**config.mk**
```make
export PLATFORM = sky130hd
export DESIGN_NAME = rx_crc32
export DESIGN_NICKNAME = d
export VERILOG_FILES = /design/src/common/eth_crc_pkg.sv /design/src/common/eth_frame_pkg.sv /design/src/rx_mac/rx_crc32.sv
export SDC_FILE = /design/constraint.sdc
export NUM_CORES = 1
export LEC_CHECK = 0
export BUFFER_PORTS_ARGS = -buffer_cell sky130_fd_sc_hd__buf_4
export CAP_MARGIN = 10
export CORE_MARGIN = 2
export CORE_UTILIZATION = 30
export DETAILED_ROUTE_END_ITERATION = 12
export PLACE_DENSITY = 0.45
export SKIP_CTS_REPAIR_TIMING = 1
export SKIP_LAST_GASP = 1
export SLEW_MARGIN = 5
export SYNTH_ARGS = -nofsm -noshare
export SYNTH_HDL_FRONTEND = slang
export SYNTH_SLANG_ARGS = --single-unit
```
**constraint.sdc**
```tcl
create_clock -name RxClk -period 2.46 [get_ports RxClk]
set_clock_uncertainty 0.2 [all_clocks]
set_input_delay 0.492 -clock RxClk [delete_from_list [all_inputs] [get_ports RxClk]]
set_output_delay 0.492 -clock RxClk [all_outputs]
set_load 0.01 [all_outputs]
```
**src/common/eth_crc_pkg.sv**
```systemverilog
// Ethernet CRC-32 definitions
// Register runs MSB first, each byte is fed LSB first (bit-reversed)
package eth_crc_pkg;

    localparam int CRC_W = 32;
    localparam logic [CRC_W-1:0] CRC_POLY    = 32'h04C1_1DB7;  // IEEE 802.3
    localparam logic [CRC_W-1:0] CRC_INIT    = '1;
    // Left in the register after data plus a correct FCS
    localparam logic [CRC_W-1:0] CRC_RESIDUE = 32'hC704_DD7B;

    // Advance the CRC by one byte, bit 0 of the byte goes in first
    function automatic logic [CRC_W-1:0] crc32_byte(input logic [CRC_W-1:0] crc_in,
                                                    input logic [7:0]       data);
        logic [CRC_W-1:0] crc;
        logic             fb;
        crc = crc_in;
        for (int i = 0; i < 8; i++) begin
            fb  = crc[CRC_W-1] ^ data[i];    // Feedback tap
            crc = {crc[CRC_W-2:0], 1'b0};
            if (fb) begin
                crc = crc ^ CRC_POLY;
            end
        end
        return crc;
    endfunction

endpackage

```
**src/common/eth_frame_pkg.sv**
```systemverilog
// Ethernet receive frame definitions
// Byte and word widths, frame limits, buffer sizing and controller states
package eth_frame_pkg;

    // ------------------------------------------------------------------
    // Data path widths
    // ------------------------------------------------------------------
    localparam int ETH_BYTE_W = 8;             // GMII byte
    localparam int ETH_WORD_W = 16;            // Delivered word, two bytes
    localparam int ETH_LEN_W  = 12;            // Frame byte count

    // ------------------------------------------------------------------
    // Frame format
    // ------------------------------------------------------------------
    localparam logic [ETH_BYTE_W-1:0] ETH_PREAMBLE_BYTE = 8'h55;
    localparam logic [ETH_BYTE_W-1:0] ETH_SFD_BYTE      = 8'hD5;
    localparam int ETH_PREAMBLE_LEN = 7;       // 0x55 bytes ahead of the SFD

    // Longest accepted frame, FCS included
    localparam logic [ETH_LEN_W-1:0] ETH_MAX_FRAME_BYTES = 12'd1518;

    // ------------------------------------------------------------------
    // Buffer sizing and flow control
    // ------------------------------------------------------------------
    localparam int WORD_BUF_DEPTH = 2048;      // 4 KB of frame data
    localparam int WORD_ADDR_W    = $clog2(WORD_BUF_DEPTH);
    localparam int STATUS_DEPTH   = 8;         // Frames waiting for the controller
    localparam int STATUS_ADDR_W  = $clog2(STATUS_DEPTH);

    localparam int CREDIT_W = 3;
    localparam logic [CREDIT_W-1:0] CREDIT_MAX = 3'd4;   // Consumer slots after reset

    // Delivery controller states
    typedef enum logic [1:0] {
        IDLE,       // Waiting for a status record
        DELIVER,    // Sending a good frame to the consumer
        FLUSH       // Discarding the words of a bad frame
    } deliver_state_t;

endpackage
```
**src/rx_mac/rx_crc32.sv**
```systemverilog
// Receive CRC-32 check
// Runs the CRC over every frame byte, FCS included, and compares
// the register against the fixed residue
`timescale 1ns/1ps

module rx_crc32 (
    input  logic                                 RxClk,
    input  logic                                 rst_n,
    input  logic                                 byte_valid,
    input  logic                                 sof,
    input  logic [eth_frame_pkg::ETH_BYTE_W-1:0] byte_data,
    output logic                                 crc_error
);
    import eth_crc_pkg::*;

    logic [CRC_W-1:0] crc_q;    // Running CRC

    always_ff @(posedge RxClk) begin
        if (!rst_n) begin
            crc_q <= CRC_INIT;
        end else if (byte_valid) begin
            // Restart from all ones with the first byte of a frame
            crc_q <= crc32_byte(sof ? CRC_INIT : crc_q, byte_data);
        end
    end

    // Stable from the last byte until the next sof, so valid with eof
    assign crc_error = (crc_q != CRC_RESIDUE);

endmodule

```
# Word level (Yosys, flattened, before mapping)
# Cells that the tools add are included.
totals:
  in_bits: 12
  reg_bits: 32
  output_inout_bits: 1
classes:
  n_bitwise: 16
  eq_ne: 1
  n_mux: 23
op_table:
  columns: ["cell", "count"]
  rows:
  - ["32-bit 2-to-1 mux", 15]
  - ["27-bit 2-to-1 mux", 8]
  - ["14-bit NOT", 8]
  - ["32-bit inequality test, second input constant", 1]
  - ["1-bit XOR", 8]

# Depth between registers and ports, before layout
logic_depth:
  word_depth: 31
  ltp_mapped: 8
  depth_no_buf: 6

# Worst setup path after synthesis
# No wires, ideal clock.
synth_path:
  path_type: "input -> register"
  startpoint: "input port byte_data[0] in the netlist's numbering"
  endpoint: "register crc_q[5]"
  path_stages: 7
  path_buffers: 1
  slack_ps: 164
  arrival_time_ps: 1975
  path_cell_list: "buf_6 xnor2_1 o21ai_2 nand2_2 xnor3_1 or4_1 o311a_1"
synth_between:
  elab_chain_cells: 20
synth_rtl:
  columns: ["item", "line", "text"]
  rows:
  - ["from (decl)", "rx_crc32.sv:11", "input logic [eth_frame_pkg::ETH_BYTE_W-1:0] byte_data,"]
  - ["1-bit XOR (*)", "eth_crc_pkg.sv:18", "fb = crc[CRC_W-1] ^ data[i];"]
  - ["27-bit 2-to-1 mux (*)", "eth_crc_pkg.sv:20", "if (fb) begin"]
  - ["32-bit 2-to-1 mux (*)", "rx_crc32.sv:21", "end else if (byte_valid) begin"]
  - ["32-bit 2-to-1 mux (*)", "rx_crc32.sv:19", "if (!rst_n) begin"]
  - ["32-bit 2-to-1 mux (*)", "rx_crc32.sv:21", null]
  - ["32-bit 2-to-1 mux (*)", "rx_crc32.sv:19", null]
  - ["32-bit 2-to-1 mux (*)", "rx_crc32.sv:21", null]
  - ["32-bit 2-to-1 mux (*)", "rx_crc32.sv:19", null]
  - ["(+4 left out)", null, null]
  - ["32-bit 2-to-1 mux (*)", "rx_crc32.sv:21", null]
  - ["32-bit 2-to-1 mux (*)", "rx_crc32.sv:19", null]
  - ["1-bit XOR (*)", "eth_crc_pkg.sv:18", null]
  - ["27-bit 2-to-1 mux (*)", "eth_crc_pkg.sv:20", null]
  - ["32-bit 2-to-1 mux (*)", "rx_crc32.sv:21", null]
  - ["32-bit 2-to-1 mux (*)", "rx_crc32.sv:19", null]
  - ["14-bit NOT (no source line)", null, null]
  - ["27-bit 2-to-1 mux (*)", "eth_crc_pkg.sv:20", null]
  - ["to (signal assigned)", "rx_crc32.sv:23", "crc_q <= crc32_byte(sof ? CRC_INIT : crc_q, byte_data);"]
  - ["to (decl)", "rx_crc32.sv:16", "logic [CRC_W-1:0] crc_q;"]
# Every way passes the cells marked *; elsewhere a longest branch is shown, timed or not. The select of a mux whose other input is x is not followed.
# A chain may end at the register's enable or synchronous reset.

# Final worst setup path
layout_path:
  startpoint: "register crc_q[20]"
  endpoint: "output port crc_error"
layout_between:
  elab_chain_cells: 1
layout_rtl:
  columns: ["item", "line", "text"]
  rows:
  - ["32-bit inequality test", "rx_crc32.sv:28", "assign crc_error = (crc_q != CRC_RESIDUE);"]
  - ["to (decl)", "rx_crc32.sv:12", "output logic crc_error"]
# No other way between the ends.

==> results.txt <==
----------------------------------------------------
[Outcome]
  Result of the run ... finished clean

[Synth]
  Synth warnings ... 0
  Sequential cell area fraction in the yosys report ... 0.248
  Synthesized netlist cell count ... 308
  Summed instance area of the synthesized netlist ... 2580 um^2
  Proportion of synthesized flip-flops having asynchronous set or reset ... 0
  Number of synthesized register bits ... 32
  Distinct cell type count after synthesis ... 46
  Net count of the mapped netlist ... 320
  EDFF count, synth ... 0
  Predominant post-synthesis flop cell ... dfxtp_1
  Average footprint of a synthesized cell ... 8.38 um^2

[Pwr]
  Pwr Density ... 750 nW/um^2
  Switching fraction of total power ... 0.393
  Internal power contribution ... 1.37 mW
  Static leakage ... 1.14 nW
  Combinational fraction of design power ... 0.512
  Maximum resistive drop on vdd ... 0.221 mV
  Net switching component of the power ... 0.886 mW
  Share of total power in the clock network ... 0.172
  Flop pwr share ... 0.317

[Global route]
  Largest net degree at the start of global routing ... 32
  Wire length of the first global-routing pass ... 11.6 mm
  All-layer global routing usage ... 0.156
  Antenna violations before repair ... 0
  Vias in the first global route ... 2158
  Remaining global-route overflow ... 0

[Finish]
  Number of nets in the final layout ... 343
  Antenna diode count ... 0
  Design Area, Final ... 3000 um^2
  Signed area change from the synthesized netlist to the final layout ... 16.2%
  Register with the most flip-flops ... crc_q
  Largest registers ... crc_q x32
  Final non-filler cell total ... 436
  Fraction of final layout cells sized beyond drive strength 1 ... 0.205
  Flip-flop count of the largest register, all copies and words added ... 32

[CTS]
  Clock tree from TritonCTS ... built
  Buffer levels on the longest clock path ... 2
  Insertion delay to the later sink of the worst-skew pair ... 0.28 ns
  Number of sinks on the clock net ... 32
  H-Tree Level Count ... 2
  Number of buffers inserted during clock tree synthesis ... 5
  CTS clock-pin slew for the worst setup and hold paths ... 0.07 ns
  Clock tree root driver cell ... clkbuf_8

[Die]
  Row Count ... 33
  Initial core utilization ... 0.311
  Area of the core ... 8300 um^2
  Boundary pin count ... 13
  Die Ht ... 96.8 um
  Die footprint ... 9370 um^2
  Horizontal die dimension ... 96.8 um

[Routing]
  Initial drt markers ... 101
  Post-detailed-route count of antenna-violating nets ... 0
  DRC violation count after routing ... 0
  Via count normalized by instance count ... 4.96
  Total Wirelength ... 7.06 mm
  Total iterations of the first detailed-routing run ... 4
  Detail-routed net length per standard cell ... 16.2 um
  Count of vias placed by the detailed router ... 2163

[STA]
  Maximum clock frequency ... 409 MHz
  Share of the clock period used by the worst path after layout ... 0.994
  Endpoints failing setup ... 0
  Rel. slew slack ... 0.712
  Final setup margin ... 0.0141 ns
  Period minus WS final ... 2.45 ns
  Final count of hold timing violations ... 0
  Number of pins with negative max-slew slack in the final report ... 0
  Slew at the pin closest to its max-slew limit ... 0.429 ns
  Unrepaired setup endpoints after global routing ... true

[Setup path]
  Launch point of the critical path ... crc_q[20]
  Critical path endpoint category ... primary output
  R2R Path Start ... crc_q[31]
  Largest driver fanout on the critical path ... 3
  CP Data Arrival Time ... 1.75 ns
  CP Class ... reg -> out
  Critical path required time ... 1.77 ns
  Kind of launch point of the worst setup path ... register

[Hold path]
  Worst Hold Class ... reg -> reg
  Hold path start ... crc_q[6]

[Place]
  Count of placed standard cells including taps ... 429
  Last weighted congestion value of the routability-driven placer ... 0.915
  Post-DP HPWL ... 5.25 mm
  Total placed instance area ... 2880 um^2
  Buffers on Ports ... 12
  Worst setup slack after placement ... -0.00947 ns

[Flow run]
  Max-cap violation count ... 0

----------------------------------------------------
critical path: stages (launching register included):
cell,delay [ns]
dfxtp_1,0.35
or4_4,0.54
nor4_4,0.28
nand4_1,0.14
buf_4,0.17
path summary, 6_finish.rpt:
| path | endpoint | slack, ns | depth (start not counted) |
|---|---|---|---|
| setup / recovery | crc_error | 0.01 | 4 |
| hold / removal | crc_q[6] | 0.31 | 2 |
| setup reg to reg | crc_q[5] | 0.09 | 7 |
| hold reg to reg | crc_q[6] | 0.31 | 2 |
layout by cell type (no fill, tap or decap), types with 4 or more instances in the layout:
| master | Yosys | final |
|---|---|---|
| nor2_1 | 50 | 50 |
| nand2_1 | 30 | 30 |
| xnor2_1 | 47 | 47 |
| nor3_1 | 7 | 7 |
| buf_4 | 4 | 36 |
| clkbuf_8 | 0 | 5 |
| xor2_1 | 24 | 24 |
| o21ai_0 | 15 | 15 |
| a21oi_1 | 4 | 4 |
| nand3_1 | 5 | 5 |
| xnor3_1 | 4 | 4 |
| dfxtp_1 | 32 | 31 |
| o211ai_1 | 16 | 16 |
| a211oi_1 | 7 | 5 |
cells in the mapped netlist, types with 3 or more instances:
cell type	instances	area [um^2]
a21oi_1	4	20.0
xor2_1	24	210
o211ai_1	16	120
o21ai_0	15	75.1
dfxtp_1	32	641
xnor2_1	47	412
nor2_1	50	188
buf_4	4	30.0
clkbuf_1	8	30.0
nand3_1	5	25.0
nand2_1	30	113
o21ai_1	3	15.0
nor3_1	7	35.0
xnor3_1	4	90.1
buf_2	4	20.0
a211oi_1	7	52.6
buf_6	3	33.8
metrics by stage:
stage                     hold WS [ns]   TNS, ns  power, mW  utilization
after floorplan                  0.257         0       1.51            -
after global placement           0.283         0       1.86        0.347
after detailed placement         0.293  -0.00947       1.84        0.347
after CTS                        0.311    -0.116       2.24        0.357
after global routing             0.345   -0.0373       2.40        0.362
final                            0.313         0       2.25        0.362
layer usage:
metal / vias to the layer above / wire length (um) / global-route usage
met2: 41 / 2970 / 0.225
met3: 11 / 297 / 0.0267
li1: 1087 / - / -
met5: - / 0 / 0
met4: 0 / 120 / 0.0455
met1: 1024 / 3670 / 0.237
cell families (layout without fill, tap and decap cells):
family / after synthesis / count (layout) / share of synthesized area
AND/OR/NAND/NOR: 113 / 113 / 0.208
AO/OA/AOI/OAI: 54 / 54 / 0.142
multiplexers: 2 / 2 / 0.00775
buffers and inverters: 24 / 47 / 0.0514
flip-flops: 32 / 32 / 0.248
XOR/XNOR: 83 / 83 / 0.343
power groups by stage:
stage | Sequential, mW | Clock [mW] | Combinational, mW
after global routing | 0.729 | 0.414 | 1.26
after floorplan | 0.688 | 0 | 0.823
final | 0.713 | 0.387 | 1.15
after global placement | 0.721 | 0 | 1.14
after CTS | 0.710 | 0.396 | 1.13
after detailed placement | 0.720 | 0 | 1.12
final cells by class:
| class | instances | area (um^2) |
|---|---|---|
| Fill cell | 845 | 5300 |
| Multi-Input combinational cell | 252 | 1850 |
| Sequential cell | 32 | 642 |
| Timing Repair Buffer | 37 | 290 |
| Tap cell | 105 | 131 |
| Clock buffer | 6 | 72.6 |
| Inverter | 3 | 11.3 |
| Clock inverter | 1 | 5.00 |
Power figures use the tool's default switching activity.
