===== config.mk =====
export PLATFORM = sky130hd
export DESIGN_NAME = rx_frame_parser
export DESIGN_NICKNAME = d
export VERILOG_FILES = /design/src/common/eth_frame_pkg.sv /design/src/rx_mac/rx_frame_parser.sv
export SDC_FILE = /design/constraint.sdc
export NUM_CORES = 1
export LEC_CHECK = 0
export BUFFER_PORTS_ARGS = -buffer_cell sky130_fd_sc_hd__buf_2
export CAP_MARGIN = 20
export CORE_MARGIN = 2
export CORE_UTILIZATION = 55
export CTS_CLUSTER_SIZE = 14
export DETAILED_ROUTE_END_ITERATION = 8
export PLACE_DENSITY = 0.86
export SLEW_MARGIN = 10
export SYNTH_ARGS = -nofsm -noshare
export SYNTH_HDL_FRONTEND = slang
export SYNTH_SLANG_ARGS = --single-unit

===== constraint.sdc =====
create_clock -name RxClk -period 4.27 [get_ports RxClk]
set_clock_uncertainty 0.15 [all_clocks]
set_input_delay 0.427 -clock RxClk [delete_from_list [all_inputs] [get_ports RxClk]]
set_output_delay 0.427 -clock RxClk [all_outputs]
set_load 0.01 [all_outputs]

===== src/common/eth_frame_pkg.sv =====
// Ethernet receive frame definitions
// Byte and word widths, frame limits, buffer sizing and controller states
package eth_frame_pkg;

    // ------------------------------------------------------------------
    // Data path widths
    // ------------------------------------------------------------------
    localparam int ETH_BYTE_W = 8;             // GMII byte
    localparam int ETH_WORD_W = 16;            // Delivered word, two bytes
    localparam int ETH_LEN_W  = 12;            // Frame byte count

    // ------------------------------------------------------------------
    // Frame format
    // ------------------------------------------------------------------
    localparam logic [ETH_BYTE_W-1:0] ETH_PREAMBLE_BYTE = 8'h55;
    localparam logic [ETH_BYTE_W-1:0] ETH_SFD_BYTE      = 8'hD5;
    localparam int ETH_PREAMBLE_LEN = 7;       // 0x55 bytes ahead of the SFD

    // Longest accepted frame, FCS included
    localparam logic [ETH_LEN_W-1:0] ETH_MAX_FRAME_BYTES = 12'd1518;

    // ------------------------------------------------------------------
    // Buffer sizing and flow control
    // ------------------------------------------------------------------
    localparam int WORD_BUF_DEPTH = 2048;      // 4 KB of frame data
    localparam int WORD_ADDR_W    = $clog2(WORD_BUF_DEPTH);
    localparam int STATUS_DEPTH   = 8;         // Frames waiting for the controller
    localparam int STATUS_ADDR_W  = $clog2(STATUS_DEPTH);

    localparam int CREDIT_W = 3;
    localparam logic [CREDIT_W-1:0] CREDIT_MAX = 3'd4;   // Consumer slots after reset

    // Delivery controller states
    typedef enum logic [1:0] {
        IDLE,       // Waiting for a status record
        DELIVER,    // Sending a good frame to the consumer
        FLUSH       // Discarding the words of a bad frame
    } deliver_state_t;

endpackage

===== src/rx_mac/rx_frame_parser.sv =====
// Receive frame parser
// Checks preamble and SFD, forwards frame bytes one cycle late,
// counts them and collects the per-frame error flags
`timescale 1ns/1ps

module rx_frame_parser (
    input  logic                               RxClk,
    input  logic                               rst_n,
    input  logic                               rx_valid,
    input  logic                               rx_err,
    input  logic [eth_frame_pkg::ETH_BYTE_W-1:0] rx_data,
    output logic                               byte_valid,
    output logic                               sof,
    output logic                               eof,
    output logic                               preamble_error,
    output logic                               phy_error,
    output logic                               too_long,
    output logic [eth_frame_pkg::ETH_BYTE_W-1:0] byte_data,
    output logic [eth_frame_pkg::ETH_LEN_W-1:0]  frame_len
);
    import eth_frame_pkg::*;

    logic       in_frame;   // Past the SFD
    logic [3:0] pre_cnt;    // Preamble bytes seen, saturates

    always_ff @(posedge RxClk) begin
        if (!rst_n) begin
            in_frame       <= 1'b0;
            pre_cnt        <= '0;
            byte_valid     <= 1'b0;
            sof            <= 1'b0;
            eof            <= 1'b0;
            preamble_error <= 1'b0;
            phy_error      <= 1'b0;
            too_long       <= 1'b0;
            frame_len      <= '0;
        end else begin
            byte_valid <= 1'b0;
            sof        <= 1'b0;
            eof        <= in_frame && !rx_valid;   // First idle cycle after the frame
            if (!rx_valid) begin
                in_frame <= 1'b0;
                pre_cnt  <= '0;
            end else if (!in_frame) begin
                if (rx_data == ETH_PREAMBLE_BYTE) begin
                    if (pre_cnt != '1) begin
                        pre_cnt <= pre_cnt + 1'b1;
                    end
                end else begin
                    // Any other byte closes the preamble, only a proper SFD is clean
                    in_frame       <= 1'b1;
                    pre_cnt        <= '0;
                    preamble_error <= (rx_data != ETH_SFD_BYTE) ||
                                      (pre_cnt != 4'(ETH_PREAMBLE_LEN));
                    phy_error      <= rx_err;
                    too_long       <= 1'b0;
                    frame_len      <= '0;
                end
            end else begin
                byte_valid <= 1'b1;
                sof        <= (frame_len == '0);          // First data byte
                frame_len  <= frame_len + 1'b1;
                phy_error  <= phy_error | rx_err;         // Sticky for the frame
                if (frame_len >= ETH_MAX_FRAME_BYTES) begin
                    too_long <= 1'b1;
                end
            end
        end
    end

    // Byte pipeline register
    always_ff @(posedge RxClk) begin
        if (rx_valid && in_frame) begin
            byte_data <= rx_data;
        end
    end

endmodule


**Word level (Yosys, flattened, before mapping)**

Index checks and enable logic that the tools add are counted.

- Multiplexer cells: 12
- Bitwise logic cells: 3
- Reduce and logical (&&, ||, !) cells: 11
- Add/subtract/negate cells: 2
- Divide/modulo/power cells: 0
- Equality and inequality tests: 7
- Shift-type cells: 0
- Magnitude comparators: 1
- $mul: 0

Operators with widths:

| kind | count |
|---|---|
| two-way mux 12 bit | 2 |
| adder 12 x 1 -> 12 bit, second input constant | 1 |
| greater-or-equal comparator 12 x 11 -> 1 bit, second input constant | 1 |
| zero test 12 bit | 1 |
| AND reduction 3 bit | 3 |
| == test 8 x 7 -> 1 bit, second input constant | 1 |
| two-way mux 1 bit | 8 |
| two-way mux 4 bit | 2 |
| != test 8 bit, second input constant | 1 |
| AND reduction 2 bit | 3 |
| adder 4 x 1 -> 4 bit, second input constant | 1 |
| != test 2 x 1 -> 1 bit, second input constant | 2 |
| != test 4 x 3 -> 1 bit, second input constant | 1 |
| != test 4 bit, second input constant | 1 |
| logical AND 1 bit | 2 |
| != test 2 bit, second input constant | 1 |
| NOT 1 bit | 2 |
| zero test 1 bit | 1 |
| logical OR 1 bit | 1 |
| OR 1 bit | 1 |

- Logic and storage cells: 46
- Latch bits: 0
- RAM bits: 0
- Input bits: 12
- ROM bits: 0
- Bits in registers: 31
- Memories kept: 0

**Logic depth before layout (Yosys ltp)**

- Depth in word-level cells: 3
- Depth in mapped cells: 6
- Mapped depth without buffers: 6

**Least setup slack after synthesis**

OpenSTA, ideal clock, no wires.

- Kind: input -> register
- Start point: input rx_data[5] (netlist name)
- End point: register preamble_error
- Setup time: 122 ps
- Stages: 3
- Data arrival time: 1,639 ps
- Path slack: 2,359 ps
- Data required time: 3,998 ps
- Cells stage by stage: nand4b_1 -> or4b_2 -> o311a_1

- Cells in the longest elaborated chain, start to end: 3

Ends and longest elaborated chain:

| element | RTL line | text |
|---|---|---|
| start, declared | rx_frame_parser.sv:11 | `input logic [eth_frame_pkg::ETH_BYTE_W-1:0] rx_data,` |
| == test 8 x 7 -> 1 bit | rx_frame_parser.sv:45 | `if (rx_data == ETH_PREAMBLE_BYTE) begin` |
| NOT 1 bit (no line) | - |  |
| AND reduction 3 bit (no line) | - |  |
| end signal, assigned | rx_frame_parser.sv:53 | `preamble_error <= (rx_data != ETH_SFD_BYTE) \|\|` |
| end, declared | rx_frame_parser.sv:15 | `output logic preamble_error,` |

Parallel ways exist; a longest one is shown, timed or not.
A chain may end at the register's enable or synchronous reset.

**Worst setup path after layout**

- Start point: register in_frame
- End point: register frame_len[10] (netlist name)

- Cells in the longest elaborated chain, start to end: 2

Ends and longest elaborated chain:

| element | RTL line | text |
|---|---|---|
| start, declared | rx_frame_parser.sv:23 | `logic in_frame;` |
| start signal, assigned | rx_frame_parser.sv:28 | `in_frame <= 1'b0;` |
| start signal, assigned | rx_frame_parser.sv:42 | `in_frame <= 1'b0;` |
| start signal, assigned | rx_frame_parser.sv:51 | `in_frame <= 1'b1;` |
| != test 2 bit (no line) | - |  |
| AND reduction 2 bit (no line) | - |  |
| end signal, assigned | rx_frame_parser.sv:62 | `frame_len <= frame_len + 1'b1;` |
| end, declared | rx_frame_parser.sv:19 | `output logic [eth_frame_pkg::ETH_LEN_W-1:0] frame_len` |

Parallel ways exist; a longest one is shown, timed or not.

==> run metrics <==
status=completed; DRC=0; IO Pins=38; Crit-path slowest cell=dfxtp_1; R2R Path End=frame_len[10]; YS warnings=0; Vias/cell=5.92; first-pass GRT wire length=4.63 mm; Final Wtd Congestion=0.886; Total Nets Final=just under 200; worst ir drop on vdd=approximately 290 uV; Via Count=1249; CTS max path bufs=2; Final Worst Setup Slack=between 2000 and 2500 ps; antenna violations before repair=0; hold wc startpoint=rx_data[2]; Clock Sink Count=31; number of port buffers=37; Cells after Synth=141; CTS tree=built; Crit path max-delay family=simple AND/OR/NAND/NOR gates; clk_lat worst skew=around 330 ps; WP data required=between 4000 and 5000 ps; Worst Reg-to-Reg Cells=5; relative slew slack=between 60% and 70%; worst hold stages=1; Sum Neg Setup Slack=0 ps; die span in x=roughly 54 um; final period utilization=between 40% and 50%; Starting Density=a little under three fifths; startpoint type of the worst setup path=flip-flop; Buf+Inv Stages, Crit Path=1; clock root cell=clkbuf_4; Final Hold Viols=0; pre-CTS setup slack=approximately 2100 ps; critical path endpoint category=flip-flop; total power=0.520 mW; cts hold-fix bufs=0; cell row count=18; r2r startpoint=in_frame; total gr overflow=0; max-slew violation count=0; die height=roughly 54 um; register area=701 um^2; CP peak stage delay=500 ps; largest net degree at the start of global routing=20; DRC violation total after the first TritonRoute iteration=47; H-tree depth=2; vias in the first global route=~1000; synthesized area per cell=~9.9 um^2; final setup fails=0; setup repair bufs after CTS=0; core area=about 2400 um^2; worst hold path class=input port to flip-flop; First-pass DRT Iterations=4; footprint of the multi-input gates=between 600 and 700 um^2; DP Wirelength=about 2.3 mm; critical-path maximum fanout=11; FMAX=roughly 500 MHz; remaining antenna violation count after routing=0; Lkg Pwr=0.666 nW; RSZ-0062 raised after global routing=no; Area Overhead vs Synth=18.7%; Yosys cell types=between 40 and 50; cells along the critical path=nand2_1 > inv_1 > nand4_1 > or3b_2 > o21ai_0; MaxCap Viol Count=0; Tmin final=between 2000 and 2500 ps; CP Data Arrival Time=2120 ps; Mapped Nets=~160; worst-case hold path end point=byte_data[2]; share of cells above drive strength 1=between 20% and 30%; Worst-Margin Slew=about 470 ps; Seq cells post-synth=31; DIE AREA=approximately 3000 um^2; R2R setup slack=roughly 2300 ps; CTS clock-pin slew for the worst setup and hold paths=approximately 90 ps; cell area after synthesis=1390 um^2; # resized after CTS=0; DRT Wirelength=3.11 mm; Worst Setup Path Type=flip-flop to flip-flop; Routed WL per cell=14.7 um; Pwr Density=315 nW/um^2; Num CTS Buffers=5; ant diodes=0; post-synthesis sequential area ratio=50.3%; GRT Util Overall=22.4%; Fillers=190
state kept, by name (all words and copies together) (netlist names):
register and flops:
in_frame 1, eof 1, byte_valid 1, byte_data 8, too_long 1, preamble_error 1, phy_error 1, pre_cnt 4
frame_len 12, sof 1
per-layer routing:
metal / up-vias / GRT usage, % / routed length, um
li1: 606 / - / -
met1: 586 / 27.6 / 1350
met2: 57 / 35.1 / 1470
met3: 0 / 9.84 / 292
met4: 0 / 7.08 / 0
met5: - / 0 / 0
cells in the mapped netlist:
cell type | number | area (um^2)
ha_1 | 4 | 50.1
or4b_2 | 1 | 10.0
or3b_2 | 1 | 8.76
dfxtp_1 | 23 | 460
a2111oi_0 | 2 | 17.5
xor2_1 | 1 | 8.76
nor3b_1 | 1 | 7.51
o311a_1 | 1 | 10.0
nor2b_1 | 1 | 6.26
nand4_1 | 2 | 12.5
nand3b_1 | 2 | 15.0
a31oi_1 | 2 | 12.5
or3b_1 | 2 | 17.5
and2_1 | 1 | 6.26
nand2b_1 | 6 | 37.5
nor4_1 | 2 | 12.5
buf_2 | 2 | 10.0
and3_1 | 1 | 6.26
inv_1 | 5 | 18.8
nor2_1 | 5 | 18.8
o22ai_1 | 2 | 12.5
nand2_1 | 11 | 41.3
and4_1 | 4 | 35.0
a31o_2 | 1 | 8.76
o31ai_1 | 1 | 7.51
o21a_1 | 1 | 7.51
a21boi_0 | 2 | 15.0
edfxtp_1 | 8 | 240
o21ai_0 | 5 | 25.0
clkbuf_1 | 3 | 11.3
o211ai_1 | 1 | 7.51
xnor2_1 | 2 | 17.5
nand4b_1 | 1 | 8.76
o211ai_2 | 1 | 12.5
nand3_1 | 13 | 65.1
a21o_1 | 1 | 7.51
a21oi_1 | 8 | 40.0
nor3_1 | 6 | 30.0
nor4b_1 | 1 | 8.76
or4b_4 | 1 | 13.8
mux2i_1 | 3 | 30.0
worst max-delay path by stage:
stage | from | endpoint | slack [ps] | cells after the start
after CTS | in_frame | frame_len[10] | 2270 | 5
final | in_frame | frame_len[10] | 2270 | 5
after global routing | in_frame | frame_len[10] | 2080 | 5
after global placement | rx_data[5] | preamble_error | 2200 | 4
after detailed placement | rx_data[5] | preamble_error | 2140 | 4
after floorplan | rx_data[5] | preamble_error | 2360 | 3
layout make-up:
cell class	count	area share (%)
well taps	30	2.27
clock inverters	1	0.227
clock buffers	7	3.33
flip-flops and latches	31	42.4
multi-input cells	100	39.4
inverters	5	1.14
repair buffers	37	11.2
placed cells by master (no fill, tap or decap), types with 3 or more instances in the layout:
cell type,n
nand2b_1,6
a21oi_1,8
mux2i_1,3
nand2_1,11
inv_1,5
nand3_1,13
ha_1,4
buf_2,37
edfxtp_1,8
and4_1,4
nor2_1,5
nor3_1,6
clkbuf_4,5
o21ai_0,5
dfxtp_1,23
metrics by stage:
stage,utilization [%],cells,hold WS (ps),cell area (um^2)
finish,68.0,211,128,1650
global route,68.0,211,108,1650
CTS,68.0,211,126,1650
detailed placement,65.5,203,328,1590
global placement,65.5,203,313,1590
floorplan,-,141,344,1390
cell families (layout without fill, tap and decap cells):
group                      count (synthesis)  count (layout)  share of synthesized area (%)
AOI/OAI and AO/OA                         28              28                           13.2
xor gates and xnor gates                   3               3                           1.89
adders and majority gates                  4               4                           3.59
buffers and inverters                     10              50                           2.88
DFF                                       31              31                           50.3
muxes                                      3               3                           2.16
and+or+nand+nor                           62              62                           26.0
power breakdown:
group          switching (mW)  internal, mW  total, mW
registers             0.00318         0.306      0.309
logic                  0.0217        0.0137     0.0354
clock network          0.0966        0.0788      0.175
Power figures use the tool's default switching activity.
