===== config.mk =====
export PLATFORM = sky130hd
export DESIGN_NAME = rx_deliver_ctrl
export DESIGN_NICKNAME = d
export VERILOG_FILES = /design/src/common/eth_frame_pkg.sv /design/src/rx_mac/rx_deliver_ctrl.sv
export SDC_FILE = /design/constraint.sdc
export NUM_CORES = 1
export LEC_CHECK = 0
export ABC_AREA = 1
export BUFFER_PORTS_ARGS = -buffer_cell sky130_fd_sc_hd__buf_2
export CELL_PAD_IN_SITES_DETAIL_PLACEMENT = 1
export CELL_PAD_IN_SITES_GLOBAL_PLACEMENT = 1
export CORE_MARGIN = 1
export CORE_UTILIZATION = 32
export CTS_CLUSTER_SIZE = 28
export DETAILED_ROUTE_END_ITERATION = 8
export PLACE_DENSITY_LB_ADDON = 0.25
export SYNTH_ARGS = -nofsm -noshare
export SYNTH_HDL_FRONTEND = slang
export SYNTH_SLANG_ARGS = --single-unit

===== constraint.sdc =====
create_clock -name RxClk -period 1.6 [get_ports RxClk]
set_input_delay 0.08 -clock RxClk [delete_from_list [all_inputs] [get_ports RxClk]]
set_output_delay 0.08 -clock RxClk [all_outputs]
set_load 0.005 [all_outputs]

===== src/common/eth_frame_pkg.sv =====
// Ethernet receive frame definitions
// Byte and word widths, frame limits, buffer sizing and controller states
package eth_frame_pkg;

    // ------------------------------------------------------------------
    // Data path widths
    // ------------------------------------------------------------------
    localparam int ETH_BYTE_W = 8;             // GMII byte
    localparam int ETH_WORD_W = 16;            // Delivered word, two bytes
    localparam int ETH_LEN_W  = 12;            // Frame byte count

    // ------------------------------------------------------------------
    // Frame format
    // ------------------------------------------------------------------
    localparam logic [ETH_BYTE_W-1:0] ETH_PREAMBLE_BYTE = 8'h55;
    localparam logic [ETH_BYTE_W-1:0] ETH_SFD_BYTE      = 8'hD5;
    localparam int ETH_PREAMBLE_LEN = 7;       // 0x55 bytes ahead of the SFD

    // Longest accepted frame, FCS included
    localparam logic [ETH_LEN_W-1:0] ETH_MAX_FRAME_BYTES = 12'd1518;

    // ------------------------------------------------------------------
    // Buffer sizing and flow control
    // ------------------------------------------------------------------
    localparam int WORD_BUF_DEPTH = 2048;      // 4 KB of frame data
    localparam int WORD_ADDR_W    = $clog2(WORD_BUF_DEPTH);
    localparam int STATUS_DEPTH   = 8;         // Frames waiting for the controller
    localparam int STATUS_ADDR_W  = $clog2(STATUS_DEPTH);

    localparam int CREDIT_W = 3;
    localparam logic [CREDIT_W-1:0] CREDIT_MAX = 3'd4;   // Consumer slots after reset

    // Delivery controller states
    typedef enum logic [1:0] {
        IDLE,       // Waiting for a status record
        DELIVER,    // Sending a good frame to the consumer
        FLUSH       // Discarding the words of a bad frame
    } deliver_state_t;

endpackage

===== src/rx_mac/rx_deliver_ctrl.sv =====
// Receive delivery controller
// Pops frame status, sends good frames word by word under consumer
// credit and flushes the words of bad frames from the buffer
`timescale 1ns/1ps

module rx_deliver_ctrl (
    input  logic                                 RxClk,
    input  logic                                 rst_n,
    input  logic                                 status_empty,
    input  logic                                 head_bad,
    input  logic                                 credit_return,
    input  logic [eth_frame_pkg::ETH_LEN_W-1:0]  head_len,
    input  logic [eth_frame_pkg::ETH_WORD_W-1:0] buf_word,
    output logic                                 status_pop,
    output logic                                 word_pop,
    output logic                                 word_valid,
    output logic                                 word_last,
    output logic                                 frame_dropped,
    output logic [eth_frame_pkg::ETH_WORD_W-1:0] word_data,
    output logic [eth_frame_pkg::ETH_LEN_W-1:0]  frame_bytes
);
    import eth_frame_pkg::*;

    deliver_state_t       state;
    logic [CREDIT_W-1:0]  credits;        // Free consumer slots
    logic [CREDIT_W-1:0]  credits_nxt;
    logic [ETH_LEN_W-1:0] words_left;     // Words still to send or drop
    logic [ETH_LEN_W:0]   len_round;      // Byte count plus one, no overflow

    assign len_round  = {1'b0, head_len} + 1'b1;

    // ------------------------------------------------------------------
    // Outputs
    // ------------------------------------------------------------------
    assign status_pop = (state == IDLE) && !status_empty;
    assign word_valid = (state == DELIVER) && (credits != '0);  // Hold while out of credit
    assign word_last  = word_valid && (words_left == 1);
    assign word_data  = buf_word;
    assign word_pop   = word_valid || ((state == FLUSH) && (words_left != '0));

    // ------------------------------------------------------------------
    // Credit counter
    // ------------------------------------------------------------------
    always_comb begin
        credits_nxt = credits;
        if (word_valid && !credit_return) begin
            credits_nxt = credits - 1'b1;
        end else if (!word_valid && credit_return && (credits != CREDIT_MAX)) begin
            credits_nxt = credits + 1'b1;       // Clamp at the reset value
        end
    end

    // ------------------------------------------------------------------
    // FSM
    // ------------------------------------------------------------------
    always_ff @(posedge RxClk) begin
        if (!rst_n) begin
            state         <= IDLE;
            credits       <= CREDIT_MAX;
            words_left    <= '0;
            frame_dropped <= 1'b0;
        end else begin
            credits       <= credits_nxt;
            frame_dropped <= 1'b0;
            case (state)
                IDLE: begin
                    if (!status_empty) begin
                        words_left <= len_round[ETH_LEN_W:1];   // Bytes / 2 rounded up
                        // Empty frames have nothing to deliver and count as dropped
                        if (head_bad || (head_len == '0)) begin
                            state         <= FLUSH;
                            frame_dropped <= 1'b1;   // High in the first FLUSH cycle
                        end else begin
                            state <= DELIVER;
                        end
                    end
                end
                DELIVER: begin
                    if (word_valid) begin
                        words_left <= words_left - 1'b1;
                        if (word_last) begin
                            state <= IDLE;
                        end
                    end
                end
                FLUSH: begin
                    if (words_left != '0) begin
                        words_left <= words_left - 1'b1;
                    end
                    if (words_left <= 1) begin
                        state <= IDLE;
                    end
                end
                default: state <= IDLE;
            endcase
        end
    end

    // Length of the frame in flight, presented with word_last
    always_ff @(posedge RxClk) begin
        if (status_pop) begin
            frame_bytes <= head_len;
        end
    end

endmodule


### After elaboration in Yosys (flattened, before gate mapping)

Cells that the tools add are included.

| word-level totals | value |
|---|---|
| register bits | 30 |
| output and inout port bits | 33 |

| operators by class | value |
|---|---|
| add/subtract/negate cells | 4 |
| order comparisons | 1 |
| equality and inequality tests | 9 |
| mux-type cells | 13 |
| bitwise operators | 2 |
| reductions and logical operators | 21 |

Operators with widths:

| operator | count |
|---|---|
| 12-bit 2-to-1 mux | 3 |
| 12-bit case mux with 3 select lines | 1 |
| 12-bit by 1-bit adder with 13-bit output (second input constant) | 1 |
| 12-bit by 1-bit == test with 1-bit output (second input constant) | 1 |
| 12-bit by 1-bit less-or-equal comparator with 1-bit output (second input constant) | 1 |
| 12-bit zero test | 1 |
| 12-bit nonzero test | 1 |
| 12-bit by 1-bit subtractor with 12-bit output (second input constant) | 1 |
| 2-bit 2-to-1 mux | 5 |
| 4-bit AND reduction | 2 |
| 1-bit logical AND | 7 |
| 3-bit 2-to-1 mux | 2 |
| 2-bit != test (second input constant) | 3 |
| 2-bit case mux with 3 select lines | 1 |
| 3-bit nonzero test | 2 |
| 2-bit by 1-bit != test with 1-bit output (second input constant) | 2 |
| 3-bit by 1-bit adder with 3-bit output (second input constant) | 1 |
| 1-bit zero test | 3 |
| 3-bit != test (second input constant) | 1 |
| 3-bit OR reduction | 1 |
| 3-bit by 1-bit subtractor with 3-bit output (second input constant) | 1 |
| 2-bit by 1-bit == test with 1-bit output (second input constant) | 1 |
| 2-bit == test (second input constant) | 1 |
| 2-bit zero test | 1 |
| 4 further kinds | 6 |

### Depth between registers and ports, before layout

| depth | value |
|---|---|
| word-level depth | 7 |
| mapped depth | 10 |
| depth with buffers taken out | 10 |

### Least setup slack after synthesis

Ideal clock, no wire load.

| path | value |
|---|---|
| kind | register -> register |
| from | register state[1] |
| to | register credits[2] |
| data arrival time | 1.532 ns |
| path slack | -0.055 ns |
| cell stages (with the launch flop) | 11 |
| path buffers | 0 |
| path through | dfxtp_1 > inv_1 > ha_1 > nand2_1 > nor2_1 > inv_1 > fa_1 > nand2_1 > o21ai_0 > a21oi_1 > o21ai_0 |

| on the way | value |
|---|---|
| word-level cells in the longest chain between the ends | 6 |

RTL lines:

| what | line | RTL |
|---|---|---|
| start, declared | rx_deliver_ctrl.sv:24 | `deliver_state_t state;` |
| start signal, assigned | rx_deliver_ctrl.sv:58 | `state <= IDLE;` |
| start signal, assigned | rx_deliver_ctrl.sv:71 | `state <= FLUSH;` |
| start signal, assigned | rx_deliver_ctrl.sv:74 | `state <= DELIVER;` |
| 2-bit by 1-bit == test with 1-bit output * | rx_deliver_ctrl.sv:36 | `assign word_valid = (state == DELIVER) && (credits != '0);` |
| 1-bit logical AND * | rx_deliver_ctrl.sv:36 |  |
| 1-bit zero test | rx_deliver_ctrl.sv:48 | `end else if (!word_valid && credit_return && (credits != CREDIT_MAX)) begin` |
| 1-bit logical AND (2 in a row) | rx_deliver_ctrl.sv:48 |  |
| 2-bit nonzero test (no source line) | - |  |
| end signal, assigned | rx_deliver_ctrl.sv:63 | `credits <= credits_nxt;` |
| end, declared | rx_deliver_ctrl.sv:25 | `logic [CREDIT_W-1:0] credits;` |

Mark *: on every way between the ends. The rest lies on a longest branch, timed or not.
A chain may end at the register's enable or synchronous reset.

### Worst setup path after layout

Same ends and word-level chain as after synthesis.

==> qor.csv <==
stage;metric;value;unit
routing;first_pass_iters;4;
cts;cts_hold_buf;0;
synthesis;syn_inst;297;
timing;worst_slew_pin_slew;0.423;ns
timing;slew_headroom;0.717;
routing;topRoutingLayerUsed;met4;
synthesis;synth_top_area_frac;0.175;
synthesis;synth-seq-cells;30;
power_and_ir_drop;ir_worst_vdd;1.21;mV
timing;fin_skew;0.00857;ns
synthesis;synth_xor_area_frac;0.0255;
die;rows;28;
timing;setup_viol;0;
critical_path;worstPathArrival;1.74;ns
final_layout;fin_area;2570;um2
routing;route.detailed.drc;0;
cts;clock-sinks;30;
synthesis;synth_top_family_by_area;simple AND/OR/NAND/NOR gates;
synthesis;yosys.cell_types.count;33;
synthesis;syn_avg_cell_area;6.94;um2
grt;grt_pass1_vias;2013;
timing;drv_slew;0;
placement;dpl.hpwl;4.28;mm
critical_path;crit_path_end_kind;flip-flop;
critical_path;cp.required;1.78;ns
critical_path;critPathLaunchType;flip-flop;
cts;clock_path_buffers;2;
synthesis;synth_edf_count;12;
grt;grt_pass1_wl;9.38;mm
synthesis;synth.most_common_cell;nand2_1;
run_status;status;finished, final reports clean;
routing;postRouteAntennaNets;0;
synthesis;synth.area.mux_share;0.00485;
routing;drt_iter0_markers;78;
die;initial_core_util;0.340;
critical_path;crit_fanout;3;
synthesis;synthTopCellsByCount;nand2_1 (81), nor2_1 (42), inv_1 (36), nand3_1 (20), dfxtp_1 (18);
timing;finalHoldViolCount;0;
timing;rsz0062_at_grt;yes;
routing;wl_met1;2.76;mm
routing;wl_per_cell;13.8;um
synthesis;synth_flop_cell;dfxtp_1;
synthesis;ys_warn_count;0;
routing;routed_wl;5.70;mm
final_layout;nets;380;
cts;tritoncts;done;
timing;fmax;640;MHz
placement;gp_congestion;0.805;
die;ios;66;
synthesis;syn_area;2060;um2
synthesis;synth_async_sr_flop_share;0;
power_and_ir_drop;p_leak;1.23;nW
routing;num_vias;1994;
timing;holdWs;0.0103;ns
cts;clk_pin_slew;0.08;ns
die;die-area;6770;um2
synthesis;synth_simple_gate_area_frac;0.334;
cts;cts_buffers;5;
synthesis;syn_nets;339;
cts;clk_latency;0.29;ns
final_layout;layout-drive-gt1-share;0.307;
placement;port_buffers;33;
synthesis;synth_compound_area_frac;0.0850;
final_layout;diodes;0;
final_layout;multi_input_area;1150;um2
placement;placed_cell_area;2330;um2
synthesis;ys_seq_area_frac;0.350;
hold_path;worst_hold_path_type;input pin to flip-flop;
routing;vias_per_cell;4.82;
cts;cts_root_buffer;clkbuf_8;
grt;antenna_found_initial;0;
routing;met2RoutedLength;2.71;mm
die;die_y;82.3;um
die;core_region_area;6060;um2
routing;dr_wl_met3;156;um
final_layout;fin_util;0.425;
flow_run;drv_cap;0;
timing;post-route-period-util;0.977;
final_layout;fillCellCount;796;
synthesis;yosysTopAreaCell;dfxtp_1;
synthesis;synthTopCellsByArea;dfxtp_1 (17%), edfxtp_1 (17%), nand2_1 (15%);
cts;h-tree-depth;2;
grt;grt_max_degree;14;
grt;grt_usage;0.186;
synthesis;synth_adder_area_share;0.0583;
critical_path;crit_type;flip-flop to flip-flop;
die;die_x;82.3;um
timing;min_period;1.56;ns
power_and_ir_drop;power.density;1840;nW/um2
final_layout;regArea;727;um2
grt;gr-total-overflow;0;
final_layout;area_growth;24.9;%
-- state kept, by name, indices dropped and copies added (netlist names) --
register	count
words_left	12
state	2
credits	3
frame_bytes	12
frame_dropped	1
-- critical path, cell delays in order (launching register included) --
cell	delay, ns
dfxtp_2	0.33
inv_2	0.07
ha_4	0.14
nand2_2	0.07
nor2_4	0.10
inv_2	0.05
fa_2	0.34
nand2_1	0.08
o21ai_1	0.07
a21oi_1	0.14
o21ai_1	0.08
-- through the flow --
step	TNS [ns]	setup WS, ns	power, mW	std cells
2_1_floorplan	-0.0139	-0.0139	2.86	297
3_3_place_gp	-0.0561	-0.0561	3.63	402
3_5_place_dp	-0.119	-0.119	3.71	402
4_1_cts	-0.00251	-0.00251	4.44	412
5_1_grt	-0.0667	-0.0441	5.18	414
6_report	0	0.0368	4.73	414
-- layout by cell type (no fill, tap or decap), types with 2 or more instances in the layout --
master    instances
a21oi_1          11
buf_12            2
buf_2            33
buf_4            17
clkbuf_8          5
clkinv_2          2
dfxtp_1          13
dfxtp_2           5
edfxtp_1         12
ha_1              4
ha_2              2
ha_4              2
inv_1            28
inv_2             8
nand2_1          77
nand2_2           6
nand3_1          19
nand3_2           2
nand4_1           7
nor2_1           32
nor2_2            8
nor2_4            4
o21ai_0          12
o21ai_1           4
xnor2_1           3
xor2_1            3
-- report_power, final --
group | total, mW | switching, mW | internal (mW)
combinational | 2.87 | 1.63 | 1.24
sequential | 1.24 | 0.179 | 1.06
clock | 0.624 | 0.322 | 0.302
-- final cells by class --
class / count / share of cell area
clock inverter: 2 / 0.00389
tap: 75 / 0.0364
timing repair buffer: 54 / 0.145
inverter: 38 / 0.0564
clock buffer: 6 / 0.0282
multi-input combinational: 209 / 0.448
sequential: 30 / 0.282
-- metal layers --
metal	vias up	global-route usage
li1	1014	-
met1	951	0.236
met2	22	0.307
met3	7	0.0385
met4	0	0.0737
met5	-	0
-- cells by family after synthesis --
group | count (synthesis)
fa+ha+maj | 9
flops | 30
xor+xnor | 6
simple gates | 160
buf+inv | 58
compound gates | 33
mux | 1
-- what timing repair did --
action                     4_1_cts  5_1_grt
gates cloned                     0        1
setup endpoints to repair        2       15
pin swaps                        1        8
buffers inserted                 2        2
gates resized for setup          6       38
-- path summary, 6_finish.rpt --
kind                      start        endpoint  slack, ns  depth (start not counted)
setup / recovery       state[1]      credits[2]       0.04                         10
hold / removal      head_len[8]  frame_bytes[8]       0.01                          1
setup reg to reg       state[1]      credits[2]       0.04                         10
hold reg to reg   words_left[1]   words_left[1]       0.48                          2
Note: power is estimated with default switching activity, not from simulation.
